[src/logic/noc_merge_pkg.sv]
package noc_merge_pkg;

  // Number of virtual channels merged onto the link
  localparam int unsigned NOC_CHANNELS = 4;

  // Width of the pointer that selects one channel
  localparam int unsigned NOC_CHANNEL_IDX_WIDTH = $clog2(NOC_CHANNELS);

  // A flit is an opaque word here
  localparam int unsigned NOC_FLIT_WIDTH = 32;

  // Width of the flit vector carrying all channels side by side
  localparam int unsigned NOC_FLIT_VEC_WIDTH = NOC_CHANNELS * NOC_FLIT_WIDTH;

  // Timeout threshold and counter width
  localparam int unsigned NOC_TIMEOUT_WIDTH = 8;

  // Threshold loaded at reset, in cycles
  localparam logic [NOC_TIMEOUT_WIDTH-1:0] NOC_TIMEOUT_DEFAULT = 8'd16;

endpackage
[src/logic/noc_merge_top.sv]
`timescale 1ns/1ps

module noc_merge_top (
  input  logic                                         clk,
  input  logic                                         rst_n,
  input  logic [noc_merge_pkg::NOC_CHANNELS-1:0]       in_valid_i,
  input  logic [noc_merge_pkg::NOC_FLIT_VEC_WIDTH-1:0] in_flit_i,
  output logic [noc_merge_pkg::NOC_CHANNELS-1:0]       in_ready_o,
  output logic [noc_merge_pkg::NOC_CHANNELS-1:0]       out_valid_o,
  output logic [noc_merge_pkg::NOC_FLIT_WIDTH-1:0]     out_flit_o,
  input  logic [noc_merge_pkg::NOC_CHANNELS-1:0]       out_ready_i,
  input  logic                                         cfg_we_i,
  input  logic [noc_merge_pkg::NOC_TIMEOUT_WIDTH-1:0]  cfg_timeout_i,
  output logic [noc_merge_pkg::NOC_TIMEOUT_WIDTH-1:0]  cfg_timeout_o
);
  import noc_merge_pkg::*;

  logic [NOC_CHANNELS-1:0] request;
  logic [NOC_CHANNELS-1:0] grant;

  // Threshold register, also feeds the merger
  noc_merge_cfg u_cfg (
    .clk           (clk),
    .rst_n         (rst_n),
    .cfg_we_i      (cfg_we_i),
    .cfg_timeout_i (cfg_timeout_i),
    .cfg_timeout_o (cfg_timeout_o)
  );

  noc_vc_merger u_merger (
    .clk             (clk),
    .rst_n           (rst_n),
    .timeout_limit_i (cfg_timeout_o),
    .in_valid_i      (in_valid_i),
    .in_flit_i       (in_flit_i),
    .in_ready_o      (in_ready_o),
    .out_valid_o     (out_valid_o),
    .out_flit_o      (out_flit_o),
    .out_ready_i     (out_ready_i),
    .request_o       (request),
    .grant_i         (grant)
  );

  // Grant comes back in the same cycle as the request
  noc_rr_arbiter u_arbiter (
    .clk       (clk),
    .rst_n     (rst_n),
    .request_i (request),
    .grant_o   (grant)
  );

endmodule

[src/logic/noc_vc_merger.sv]
`timescale 1ns/1ps

module noc_vc_merger (
  input  logic                                         clk,
  input  logic                                         rst_n,
  input  logic [noc_merge_pkg::NOC_TIMEOUT_WIDTH-1:0]  timeout_limit_i,
  input  logic [noc_merge_pkg::NOC_CHANNELS-1:0]       in_valid_i,
  input  logic [noc_merge_pkg::NOC_FLIT_VEC_WIDTH-1:0] in_flit_i,
  output logic [noc_merge_pkg::NOC_CHANNELS-1:0]       in_ready_o,
  output logic [noc_merge_pkg::NOC_CHANNELS-1:0]       out_valid_o,
  output logic [noc_merge_pkg::NOC_FLIT_WIDTH-1:0]     out_flit_o,
  input  logic [noc_merge_pkg::NOC_CHANNELS-1:0]       out_ready_i,
  output logic [noc_merge_pkg::NOC_CHANNELS-1:0]       request_o,
  input  logic [noc_merge_pkg::NOC_CHANNELS-1:0]       grant_i
);
  import noc_merge_pkg::*;

  // Per-channel escape state
  logic [NOC_CHANNELS-1:0]      parked;
  logic [NOC_CHANNELS-1:0]      stalled;
  logic [NOC_CHANNELS-1:0]      escaped;
  logic [NOC_FLIT_WIDTH-1:0]    esc_buf   [NOC_CHANNELS];
  logic [NOC_FLIT_WIDTH-1:0]    cand_flit [NOC_CHANNELS];

  // Output side
  logic [NOC_FLIT_WIDTH-1:0]    sel_flit;
  logic                         out_load;
  logic                         out_busy;
  logic                         out_taken;
  logic                         grant_any;

  // Timeout tracking for the held flit
  logic [NOC_TIMEOUT_WIDTH-1:0] timeout_cnt;
  logic                         timeout;

  assign out_busy  = (out_valid_o != '0);
  assign out_taken = ((out_valid_o & out_ready_i) != '0);
  assign grant_any = (grant_i != '0);

  // Output register can take a new flit this cycle
  assign out_load = !out_busy || out_taken || timeout;

  for (genvar c = 0; c < NOC_CHANNELS; c++) begin : g_channel

    // Held flit of this channel is being released without delivery
    assign stalled[c] = timeout && out_valid_o[c] && !out_ready_i[c];

    // Escape buffer replaces the input while the channel is parked
    assign escaped[c] = parked[c] || stalled[c];

    assign cand_flit[c] = escaped[c] ? esc_buf[c]
                                     : in_flit_i[c*NOC_FLIT_WIDTH +: NOC_FLIT_WIDTH];

    // Only compete when downstream of this channel can take a flit
    assign request_o[c] = (in_valid_i[c] || escaped[c]) && out_load && out_ready_i[c];

    // Input is not accepted while a parked flit is waiting for replay
    assign in_ready_o[c] = grant_i[c] && !escaped[c];

    always_ff @(posedge clk or negedge rst_n) begin
      if (!rst_n) begin
        parked[c] <= 1'b0;
      end else if (grant_i[c]) begin
        parked[c] <= 1'b0;
      end else if (stalled[c]) begin
        parked[c] <= 1'b1;
      end
    end

    // Keeps a copy of the last granted flit for replay after a timeout
    always_ff @(posedge clk) begin
      if (grant_i[c]) begin
        esc_buf[c] <= cand_flit[c];
      end
    end

  end

  // One-hot AND-OR multiplexer on the grant
  always_comb begin
    sel_flit = '0;
    for (int c = 0; c < NOC_CHANNELS; c++) begin
      sel_flit = sel_flit | ({NOC_FLIT_WIDTH{grant_i[c]}} & cand_flit[c]);
    end
  end

  // Valid bits name the channel of the held flit
  always_ff @(posedge clk or negedge rst_n) begin
    if (!rst_n) begin
      out_valid_o <= '0;
    end else if (out_load) begin
      out_valid_o <= grant_i;
    end
  end

  always_ff @(posedge clk) begin
    if (out_load && grant_any) begin
      out_flit_o <= sel_flit;
    end
  end

  // Fires once the held flit has waited the configured number of cycles
  assign timeout = out_busy && (timeout_cnt >= timeout_limit_i);

  always_ff @(posedge clk or negedge rst_n) begin
    if (!rst_n) begin
      timeout_cnt <= '0;
    end else if (!out_busy || grant_any || timeout) begin
      timeout_cnt <= '0;
    end else begin
      timeout_cnt <= timeout_cnt + 1'b1;
    end
  end

endmodule

[src/logic/noc_merge_cfg.sv]
`timescale 1ns/1ps

module noc_merge_cfg (
  input  logic                                        clk,
  input  logic                                        rst_n,
  input  logic                                        cfg_we_i,
  input  logic [noc_merge_pkg::NOC_TIMEOUT_WIDTH-1:0] cfg_timeout_i,
  output logic [noc_merge_pkg::NOC_TIMEOUT_WIDTH-1:0] cfg_timeout_o
);
  import noc_merge_pkg::*;

  logic [NOC_TIMEOUT_WIDTH-1:0] timeout_q;

  // Threshold register, written by a single-cycle strobe
  always_ff @(posedge clk or negedge rst_n) begin
    if (!rst_n) begin
      timeout_q <= NOC_TIMEOUT_DEFAULT;
    end else if (cfg_we_i) begin
      timeout_q <= cfg_timeout_i;
    end
  end

  // Readback and merger both see the stored value
  assign cfg_timeout_o = timeout_q;

endmodule

[src/logic/noc_rr_arbiter.sv]
`timescale 1ns/1ps

module noc_rr_arbiter (
  input  logic                                   clk,
  input  logic                                   rst_n,
  input  logic [noc_merge_pkg::NOC_CHANNELS-1:0] request_i,
  output logic [noc_merge_pkg::NOC_CHANNELS-1:0] grant_o
);
  import noc_merge_pkg::*;

  // Channel with the highest priority in the current cycle
  logic [NOC_CHANNEL_IDX_WIDTH-1:0] prio_ptr;
  logic [NOC_CHANNEL_IDX_WIDTH-1:0] winner;
  logic                             grant_valid;

  // Scan from the pointer upward and wrap, first requester wins
  always_comb begin : grant_search
    int unsigned idx;
    logic        found;

    grant_o = '0;
    winner  = prio_ptr;
    found   = 1'b0;
    for (int unsigned i = 0; i < NOC_CHANNELS; i++) begin
      idx = (int'(prio_ptr) + i) % NOC_CHANNELS;
      if (!found && request_i[idx]) begin
        grant_o[idx] = 1'b1;
        winner       = NOC_CHANNEL_IDX_WIDTH'(idx);
        found        = 1'b1;
      end
    end
  end

  assign grant_valid = (grant_o != '0);

  // Winner drops to lowest priority on the next cycle
  always_ff @(posedge clk or negedge rst_n) begin
    if (!rst_n) begin
      prio_ptr <= '0;
    end else if (grant_valid) begin
      if (winner == NOC_CHANNEL_IDX_WIDTH'(NOC_CHANNELS - 1)) begin
        prio_ptr <= '0;
      end else begin
        prio_ptr <= winner + 1'b1;
      end
    end
  end

endmodule

[config.mk]
export PLATFORM = sky130hd
export DESIGN_NAME = noc_merge_top
export DESIGN_NICKNAME = d
export VERILOG_FILES = /design/src/logic/noc_merge_pkg.sv /design/src/logic/noc_merge_top.sv /design/src/logic/noc_vc_merger.sv /design/src/logic/noc_merge_cfg.sv /design/src/logic/noc_rr_arbiter.sv
export SDC_FILE = /design/constraint.sdc
export NUM_CORES = 1
export LEC_CHECK = 0
export BUFFER_PORTS_ARGS = -buffer_cell sky130_fd_sc_hd__buf_2
export CORE_ASPECT_RATIO = 2
export CORE_MARGIN = 3
export CORE_UTILIZATION = 45
export DETAILED_ROUTE_END_ITERATION = 8
export PLACE_DENSITY = 0.65
export SLEW_MARGIN = 30
export SYNTH_ARGS = -nofsm -noshare
export SYNTH_HDL_FRONTEND = slang
export SYNTH_SLANG_ARGS = --single-unit
[constraint.sdc]
create_clock -name clk -period 4.45 [get_ports clk]
set_input_delay 0.6675 -clock clk [delete_from_list [all_inputs] [get_ports clk]]
set_output_delay 0.6675 -clock clk [all_outputs]
set_load 0.01 [all_outputs]
* After elaboration in Yosys (flattened, before gate mapping)
Memories as Yosys holds them, arrays and structs flattened.
Index checks and enable logic that the tools add are counted.
W data, S select, Z words.
** Cells by class
- Order comparisons :: 9
- Equality and inequality tests :: 1
- Reduce and logical (&&, ||, !) cells :: 63
- Bitwise logic cells :: 11
- Mux-type cells :: 57
- Add/sub/neg operators :: 5
** Operators by type and width (count)
- $mux W32 :: 7
- $and A32 B32 Y32 :: 4
- $or A32 B32 Y32 :: 3
- $reduce_or A32 Y1 :: 3
- $mux W1 :: 30
- $logic_and A1 B1 Y1 :: 29
- $mux W4 :: 4
- $mux W2 :: 7
- $logic_not A1 Y1 :: 12
- $logic_or A1 B1 Y1 :: 12
- $lt A2 B3 Y1 const B :: 4
- $or A4 B4 Y4 :: 3
- $reduce_bool A4 Y1 :: 3
- $add A8 B1 Y8 const B :: 1
- $bmux W1 S2 :: 4
- $demux W1 S2 :: 4
- $ge A2 B1 Y1 const B :: 4
- $ge A8 B8 Y1 :: 1
- $mux W8 :: 1
- $reduce_bool A2 Y1 :: 4
- $add A2 B1 Y2 const B :: 2
- $add A2 B2 Y2 const B :: 2
- $and A4 B4 Y4 :: 1
- $eq A2 B2 Y1 const B :: 1
** Storage, ports and cells
- Input bits :: 147
- Logic and storage cells :: 156
- Memories kept :: 1
- Register bits :: 58
- Memory bits (writable) :: 128
** Memories
- u_merger.esc_buf :: depth 4, bits a word 32, read ports 4, clocked after memory_dff 0, write ports 1, line noc_vc_merger.sv:22 : logic [NOC_FLIT_WIDTH-1:0] esc_buf [NOC_CHANNELS];

* Logic depth before layout (Yosys ltp)
Gate-level depths: netlist of the first run.
- Depth in word-level cells :: 26
- Gate-level depth with buffers :: 12
- Gate-level depth less buffers :: 10

* Modules after synthesis
From an unflattened synthesis of the first run, not the netlist that was laid out.
** Second synthesis, totals
- Cell total of the unflattened synthesis :: 968
- Area total of the unflattened synthesis :: 11048.1 µm²
** By module, submodules not included
- noc_vc_merger :: sequential area each 5205.0 µm², times used 1, cells each 868, area an instance 10022.1 µm²
- noc_rr_arbiter :: sequential area each 50.0 µm², times used 1, cells each 83, area an instance 693.2 µm²
- noc_merge_cfg :: sequential area each 201.4 µm², times used 1, cells each 17, area an instance 332.8 µm²

* Least setup slack after synthesis of the first run
No wires, ideal clock.
- Kind :: register -> register
- From :: reg u_cfg.timeout_q[4], in the netlist u_cfg.cfg_timeout_o[4]
- To :: mem u_merger.esc_buf[2][0], enable pin
- Data arrival time :: 3.025 ns
- Cell stages (with the launch flop) :: 10
- Data required time :: 4.041 ns
- Path slack :: 1.016 ns
- Library setup time :: 0.409 ns
- Cells stage by stage :: dfstp_2 -> inv_1 -> ha_1 -> nand4_1 -> o31ai_2 -> clkbuf_8 -> o2111ai_1 -> o221a_2 -> clkinv_1 -> clkbuf_1
** On the way
- Elaborated cells between the ends (all ways) :: 68
** RTL lines
- start: declaration :: line noc_merge_cfg.sv:12 : logic [NOC_TIMEOUT_WIDTH-1:0] timeout_q;
- start signal: assignment :: line noc_merge_cfg.sv:19 : timeout_q <= cfg_timeout_i;
- $ge A8 B8 Y1 * :: line noc_vc_merger.sv:103 : assign timeout = out_busy && (timeout_cnt >= timeout_limit_i);
- $logic_and A1 B1 Y1 * :: line noc_vc_merger.sv:103
- $logic_and A1 B1 Y1 (2 in series) :: line noc_vc_merger.sv:46 : assign stalled[c] = timeout && out_valid_o[c] && !out_ready_i[c];
- $logic_or A1 B1 Y1 :: line noc_vc_merger.sv:49 : assign escaped[c] = parked[c] || stalled[c];
- $logic_or A1 B1 Y1 :: line noc_vc_merger.sv:55 : assign request_o[c] = (in_valid_i[c] || escaped[c]) && out_load && out_ready_i[c];
- $logic_and A1 B1 Y1 (2 in series) :: line noc_vc_merger.sv:55
- $bmux W1 S2 :: line noc_rr_arbiter.sv:26 : if (!found && request_i[idx]) begin
- $mux W1 (not written as such) :: line noc_rr_arbiter.sv:26
- [... 7 more ...]
- $logic_not A1 Y1 :: line noc_rr_arbiter.sv:26
- $logic_and A1 B1 Y1 :: line noc_rr_arbiter.sv:26
- $mux W4 * :: line noc_rr_arbiter.sv:26
- net grant[2] :: line noc_merge_top.sv:19 : logic [NOC_CHANNELS-1:0] grant;
- $mux W1 * :: line noc_vc_merger.sv:72 : if (grant_i[c]) begin
- $mux W1 (not written as such) * :: line noc_vc_merger.sv:73 : esc_buf[c] <= cand_flit[c];
- $reduce_or A32 Y1 (no line)
- $mux W2 (no line) / $mux W1 (equally long branches) (2 in series)
- end: declaration :: line noc_vc_merger.sv:22
Mark *: on every way through the listed nets, which the timed path passes. The rest lies on a longest branch. The select of a mux whose other input is x is not followed.

* Worst setup path after layout of the first run
- From :: reg u_merger.timeout_cnt[0]
- To :: out in_ready_o[2] (netlist name)
** On the way
- Word-level cells in the longest chain between the ends :: 21
- Elaborated cells between the ends (all ways) :: 53
** RTL lines
- start: declaration :: line noc_vc_merger.sv:33 : logic [NOC_TIMEOUT_WIDTH-1:0] timeout_cnt;
- start signal: assignment :: line noc_vc_merger.sv:111 : timeout_cnt <= timeout_cnt + 1'b1;
- $ge A8 B8 Y1 * :: line noc_vc_merger.sv:103
- $logic_and A1 B1 Y1 * :: line noc_vc_merger.sv:103
- $logic_and A1 B1 Y1 (2 in series) :: line noc_vc_merger.sv:46
- $logic_or A1 B1 Y1 :: line noc_vc_merger.sv:49
- $logic_or A1 B1 Y1 :: line noc_vc_merger.sv:55
- $logic_and A1 B1 Y1 (2 in series) :: line noc_vc_merger.sv:55
- $bmux W1 S2 :: line noc_rr_arbiter.sv:26
- $mux W1 (not written as such) :: line noc_rr_arbiter.sv:26
- [... 3 more ...]
- $mux W1 :: line noc_rr_arbiter.sv:26
- $logic_not A1 Y1 :: line noc_rr_arbiter.sv:26
- $logic_and A1 B1 Y1 :: line noc_rr_arbiter.sv:26
- $mux W1 :: line noc_rr_arbiter.sv:26
- $logic_not A1 Y1 :: line noc_rr_arbiter.sv:26
- $logic_and A1 B1 Y1 :: line noc_rr_arbiter.sv:26
- $mux W4 :: line noc_rr_arbiter.sv:26
- $logic_and A1 B1 Y1 * :: line noc_vc_merger.sv:58 : assign in_ready_o[c] = grant_i[c] && !escaped[c];
- end: declaration :: line noc_merge_top.sv:8 : output logic [noc_merge_pkg::NOC_CHANNELS-1:0] in_ready_o,
Mark *: on every way between the ends. The rest lies on a longest branch, timed or not. The select of a mux whose other input is x is not followed.

==> impl_metrics.json, run 1 <==
{
  "routed_wl_um": 22700,
  "power_density_nw_per_um2": 726,
  "grt_pass1_wl_um": 34700,
  "timing.fmax_mhz": 258,
  "arrival_ps": 3200,
  "tightest_slew_ps": 757,
  "first_pass_iters": 5,
  "drc": 0,
  "dieHeight_um": 206,
  "htree_levels": 4,
  "async_flop_share": 0.140,
  "finalCritPeriodShare": 0.870,
  "final_hold_viol_count": 0,
  "cts_buffer_depth": 2,
  "clk_latency_ps": 420,
  "root_buffer": "clkbuf_16",
  "regArea_um2": 5460,
  "viasPerCell": 5.35,
  "port_buffers": 194,
  "detail-route-antenna-nets": 0,
  "synth_top_flop_cell": "edfxtp_1",
  "crit_start": "u_merger.timeout_cnt[0]",
  "path_cells": "inv_1, ha_1, nand2b_4, a2111oi_4, o31ai_2, buf_4, a31oi_4, nor2b_1, buf_2",
  "rows": 72,
  "drive_gt1_frac": 0.450,
  "synth_area_um2": 8960,
  "yosysTopAreaCellShare": 0.536,
  "clock-sinks": 186,
  "crit_type": "reg -> out",
  "rsz0062_at_grt": "no",
  "vdd_ir_drop_max_mv": 0.479,
  "multi_input_area_um2": 3310,
  "crit_path_top_delay_cell": "a31oi_4",
  "start_kind": "flip-flop",
  "die_w_um": 106,
  "core_area_um2": 19500,
  "ys_ff_latch": 186,
  "cts_tree": "done",
  "cts_resized": 0,
  "fillers": 1724,
  "syn_nets": 842,
  "finalCriticalPeriod_ps": 3870,
  "hold_path_class": "in -> async",
  "synth-edff-count": 160,
  "grtUsageTotal": 0.211,
  "synth_cell_types": 51,
  "slew-limit-headroom": 0.496,
  "initialDrtViolationCount": 311,
  "worstPathMaxFanout": 18,
  "dp_hpwl_um": 16000,
  "place_congestion": 0.914,
  "routedWlPerCell_um": 19.7,
  "synth.area.top_cells": "edfxtp_1 54%, mux2_2 16%, dfrtp_1 7.0%, nand2_1 5.9%, nand4_1 2.4%",
  "ctsHoldBuffers": 0,
  "synth_seq_area_share": 0.609,
  "drv_slew": 0,
  "pin_count": 195,
  "final_nets": 1038,
  "maxCapViolations": 0,
  "antenna_found_initial": 4,
  "status": "finished, final reports clean",
  "start_util": 0.461,
  "end_kind": "output pin",
  "cts_made_buffers": 17,
  "power.leakage_nw": 4.34,
  "synth_commonest_cells": "160 x edfxtp_1, 141 x nand2_1, 129 x mux2_2",
  "required_ps": 3780,
  "grt_pass1_vias": 6521,
  "finish.utilization": 0.558,
  "syn_to_final_growth_pct": 21.1,
  "cts_setup_buffers": 0,
  "setup_tns_ps": 0,
  "yosysWarnings": 0,
  "fin_skew_ps": 9.59,
  "yosysMostFrequentCell": "edfxtp_1",
  "synth_top_area_cell": "edfxtp_1",
  "clk_pin_slew_worst_paths_ps": 70,
  "synth.avg_cell_area_um2": 13.2,
  "r2r_start": "u_merger.timeout_cnt[0]",
  "grt_max_degree": 66,
  "die-area_um2": 21700,
  "setup_violations": 0,
  "num_vias": 6154,
  "cp_slowest_stage_delay_ps": 640,
  "netlist_instances": 680,
  "grt-ovfl-total": 0
}
cell families (layout without fill, tap and decap cells):
kind of cell / Yosys count / count (layout) / share of synthesized area
multiplexers: 134 / 134 / 0.170
adder cells (fa/ha/maj): 15 / 15 / 0.0209
flip-flops: 186 / 186 / 0.609
AND/OR/NAND/NOR: 227 / 227 / 0.116
other: 0 / 2 / 0
XOR/XNOR: 8 / 8 / 0.00782
AO/OA/AOI/OAI: 58 / 58 / 0.0504
buffers and inverters: 52 / 261 / 0.0258
metal layers:
metal	track usage	routed length [um]	up-vias
met5	0	32	-
met4	0.0838	535	4
met3	0.0424	937	35
met2	0.398	12500	182
met1	0.227	8640	3028
li1	-	-	2905
worst max-delay path: cells and delay by family (launching register included):
kind,cells,cell delay (ps)
flops,1,450
fa+ha+maj,1,270
buf+inv,3,460
compound gates,3,1200
simple gates,2,400
registers in the layout, indices dropped and copies added, names as in the netlist:
register,cells
u_arbiter.prio_ptr,2
u_cfg.cfg_timeout_o,8
u_merger.esc_buf,128
u_merger.out_flit_o,32
u_merger.out_valid_o,4
u_merger.parked,4
u_merger.timeout_cnt,8
cells in the final DEF (no fill, tap or decap), drive strengths merged, types with 6 or more instances in the layout:
| cell | instances |
|---|---|
| buf | 206 |
| edfxtp | 160 |
| nand2 | 141 |
| mux2 | 129 |
| nand4 | 35 |
| inv | 29 |
| nor2 | 28 |
| dfrtp | 25 |
| clkbuf | 19 |
| o21ai | 16 |
| ha | 15 |
| nand3 | 10 |
| a31oi | 8 |
| a21oi | 7 |
| clkinv | 6 |
power breakdown:
group	internal, mW	switching [mW]	total (mW)
logic	1.09	2.01	3.10
registers	3.01	0.263	3.28
clock network	0.841	0.662	1.50
path summary, 6_finish.rpt:
path	to	depth (start not counted)	slack, ps
setup / recovery	in_ready_o[2]	9	580
hold / removal	u_arbiter.prio_ptr[1]	1	250
setup reg to reg	u_merger.timeout_cnt[7]	10	800
hold reg to reg	u_cfg.cfg_timeout_o[4]	2	520
max in group asynchronous	u_merger.timeout_cnt[4]	1	3780
min in group clk	u_cfg.cfg_timeout_o[6]	3	450
layout make-up:
type                            instances  share of cell area
Clock buffer                           19              0.0438
Sequential cell                       186               0.503
Antenna cell                            2            0.000461
Tap cell                              259              0.0299
Multi-Input combinational cell        442               0.305
Inverter                               23             0.00796
Timing Repair Buffer                  206               0.100
Clock inverter                         13              0.0100
through the flow:
stage               hold WS (ps)  setup WS (ps)  area [um^2]  cells  total power, mW
finish                       253            579        10900   1150             7.88
global route                 288            439        10900   1150             8.36
CTS                          266            516        10800   1148             7.96
detailed placement           508            822        10300   1116             6.44
global placement             506            867        10300   1116             6.37
floorplan                    372           1020         8960    680             5.36
(Power assumes the default switching activity.)
==> run 2: changes to the inputs <==
BUFFER_PORTS_ARGS = not set   (was -buffer_cell sky130_fd_sc_hd__buf_2)
DONT_BUFFER_PORTS = 1   (was not set)
PLACE_DENSITY = 0.57   (was 0.65)
==> run 2 against run 1 <==
Compared with the run above: worst hold slack got worse by 200 ps; setup slack better by 100 ps; die area unchanged; critical path depth down 3.
==> impl_metrics.json, run 2 (same netlist as run 1, synthesis figures left out) <==
{
  "status": "finished, final reports clean",
  "clock-sinks": 186,
  "final_nets": 846,
  "vdd_ir_drop_max_mv": 0.353,
  "grt-ovfl-total": 0,
  "viasPerCell": 5.71,
  "setup_violations": 0,
  "drv_slew": 0,
  "antenna_found_initial": 7,
  "fin_skew_ps": 11.2,
  "drive_gt1_frac": 0.293,
  "fillers": 1765,
  "tightest_slew_ps": 698,
  "power_density_nw_per_um2": 775,
  "clk_latency_ps": 430,
  "rows": 72,
  "finalCriticalPeriod_ps": 3770,
  "final_common_cell": "edfxtp_1",
  "dieHeight_um": 206,
  "internal_power_mw": 4.79,
  "pwr-share-seq": 0.444,
  "port_buffers": 0,
  "first_pass_iters": 5,
  "worstPathMaxFanout": 16,
  "largest_reg_flops": 128,
  "reg.largest.list": "u_merger.esc_buf x128, u_merger.out_flit_o x32",
  "final_hold_viol_count": 0,
  "die_w_um": 106,
  "swShare": 0.377,
  "p_sw_mw": 2.90,
  "hold_path_class": "in -> async",
  "cts_tree": "done",
  "grt_pass1_wl_um": 34100,
  "num_vias": 5477,
  "detail-route-antenna-nets": 0,
  "drc": 0,
  "grt_max_degree": 42,
  "mostFrequentLayoutCells": "160 x edfxtp_1, 141 x nand2_1, 129 x mux2_2",
  "crit_type": "reg -> out",
  "dp_hpwl_um": 15800,
  "syn_to_final_growth_pct": 10.7,
  "whs_ps": 52.7,
  "pin_count": 195,
  "setup_tns_ps": 0,
  "finalCritPeriodShare": 0.847,
  "root_buffer": "clkbuf_16",
  "routedWlPerCell_um": 23.5,
  "start_kind": "flip-flop",
  "routed_wl_um": 22500,
  "power.share.clock": 0.196,
  "initialDrtViolationCount": 308,
  "arrival_ps": 3100,
  "largest-register": "u_merger.esc_buf",
  "dpl.cell_count": 923,
  "cts_resized": 0,
  "pwr-share-comb": 0.360,
  "cts_setup_buffers": 0,
  "core_area_um2": 19500,
  "die-area_um2": 21700,
  "place_congestion": 0.935,
  "cts_buffer_depth": 2,
  "grt_pass1_vias": 5872,
  "maxCapViolations": 0,
  "rsz0062_at_grt": "no",
  "rr_worst_depth": 9,
  "timing.fmax_mhz": 265,
  "slew-limit-headroom": 0.534,
  "clk_pin_slew_worst_paths_ps": 70,
  "power.leakage_nw": 3.56,
  "required_ps": 3780,
  "cts_made_buffers": 17,
  "htree_levels": 4,
  "grtUsageTotal": 0.210,
  "start_util": 0.461,
  "end_kind": "output pin",
  "final-instance-count-excl-fill": 959
}
## run 2: final cells by class
type	instances	area [um^2]	share of cell area
Clock buffer	18	429	0.0432
Sequential cell	186	5460	0.550
Inverter	23	86.3	0.00870
Clock inverter	14	144	0.0145
Timing Repair Buffer	14	168	0.0169
Antenna cell	3	7.51	0.000757
Tap cell	259	324	0.0327
Multi-Input combinational cell	442	3310	0.333
## run 2: worst paths after layout
path,start,endpoint,slack (ps)
hold / removal,rst_n,u_cfg.cfg_timeout_o[0],50
max in group asynchronous,rst_n,u_cfg.cfg_timeout_o[5],4240
hold reg to reg,u_merger.timeout_cnt[0],u_merger.timeout_cnt[0],550
setup / recovery,u_arbiter.prio_ptr[0],in_ready_o[0],680
min in group clk,cfg_we_i,u_cfg.cfg_timeout_o[4],310
setup reg to reg,u_arbiter.prio_ptr[0],u_arbiter.prio_ptr[1],820
## run 2: power groups by stage
stage / Combinational, mW / Clock (mW) / Sequential (mW)
CTS: 2.81 / 1.54 / 3.43
finish: 2.77 / 1.50 / 3.42
floorplan: 2.03 / 0 / 3.33
detailed placement: 2.79 / 0 / 3.46
global route: 3.06 / 1.60 / 3.49
global placement: 2.71 / 0 / 3.44
## run 2: what timing repair did
item,in CTS,in global routing
endpoints found under the hold margin,25,0
setup endpoints to repair,0,0
hold buffers,1,0
## run 2: metal layers
metal,up-vias,wire (um),track usage
met1,2747,8030,0.217
met5,-,52,0
met4,8,377,0.0699
met3,30,1190,0.0615
li1,2534,-,-
met2,158,12900,0.398
## run 2: critical path: stages, from the launching register on
cell and delay (ps):
dfrtp_1 690, inv_1 240, ha_1 440, o21ai_0 560, o2111ai_1 250, o221a_2 230
and2b_1 270
## run 2: stage by stage
| stage | utilization | setup slack, ps | total power [mW] | cell area, um^2 |
|---|---|---|---|---|
| floorplan | - | 1020 | 5.36 | 8960 |
| global placement | 0.479 | 988 | 6.15 | 9320 |
| detailed placement | 0.479 | 839 | 6.25 | 9320 |
| CTS | 0.510 | 696 | 7.78 | 9920 |
| global route | 0.510 | 517 | 8.15 | 9920 |
| finish | 0.510 | 680 | 7.69 | 9920 |
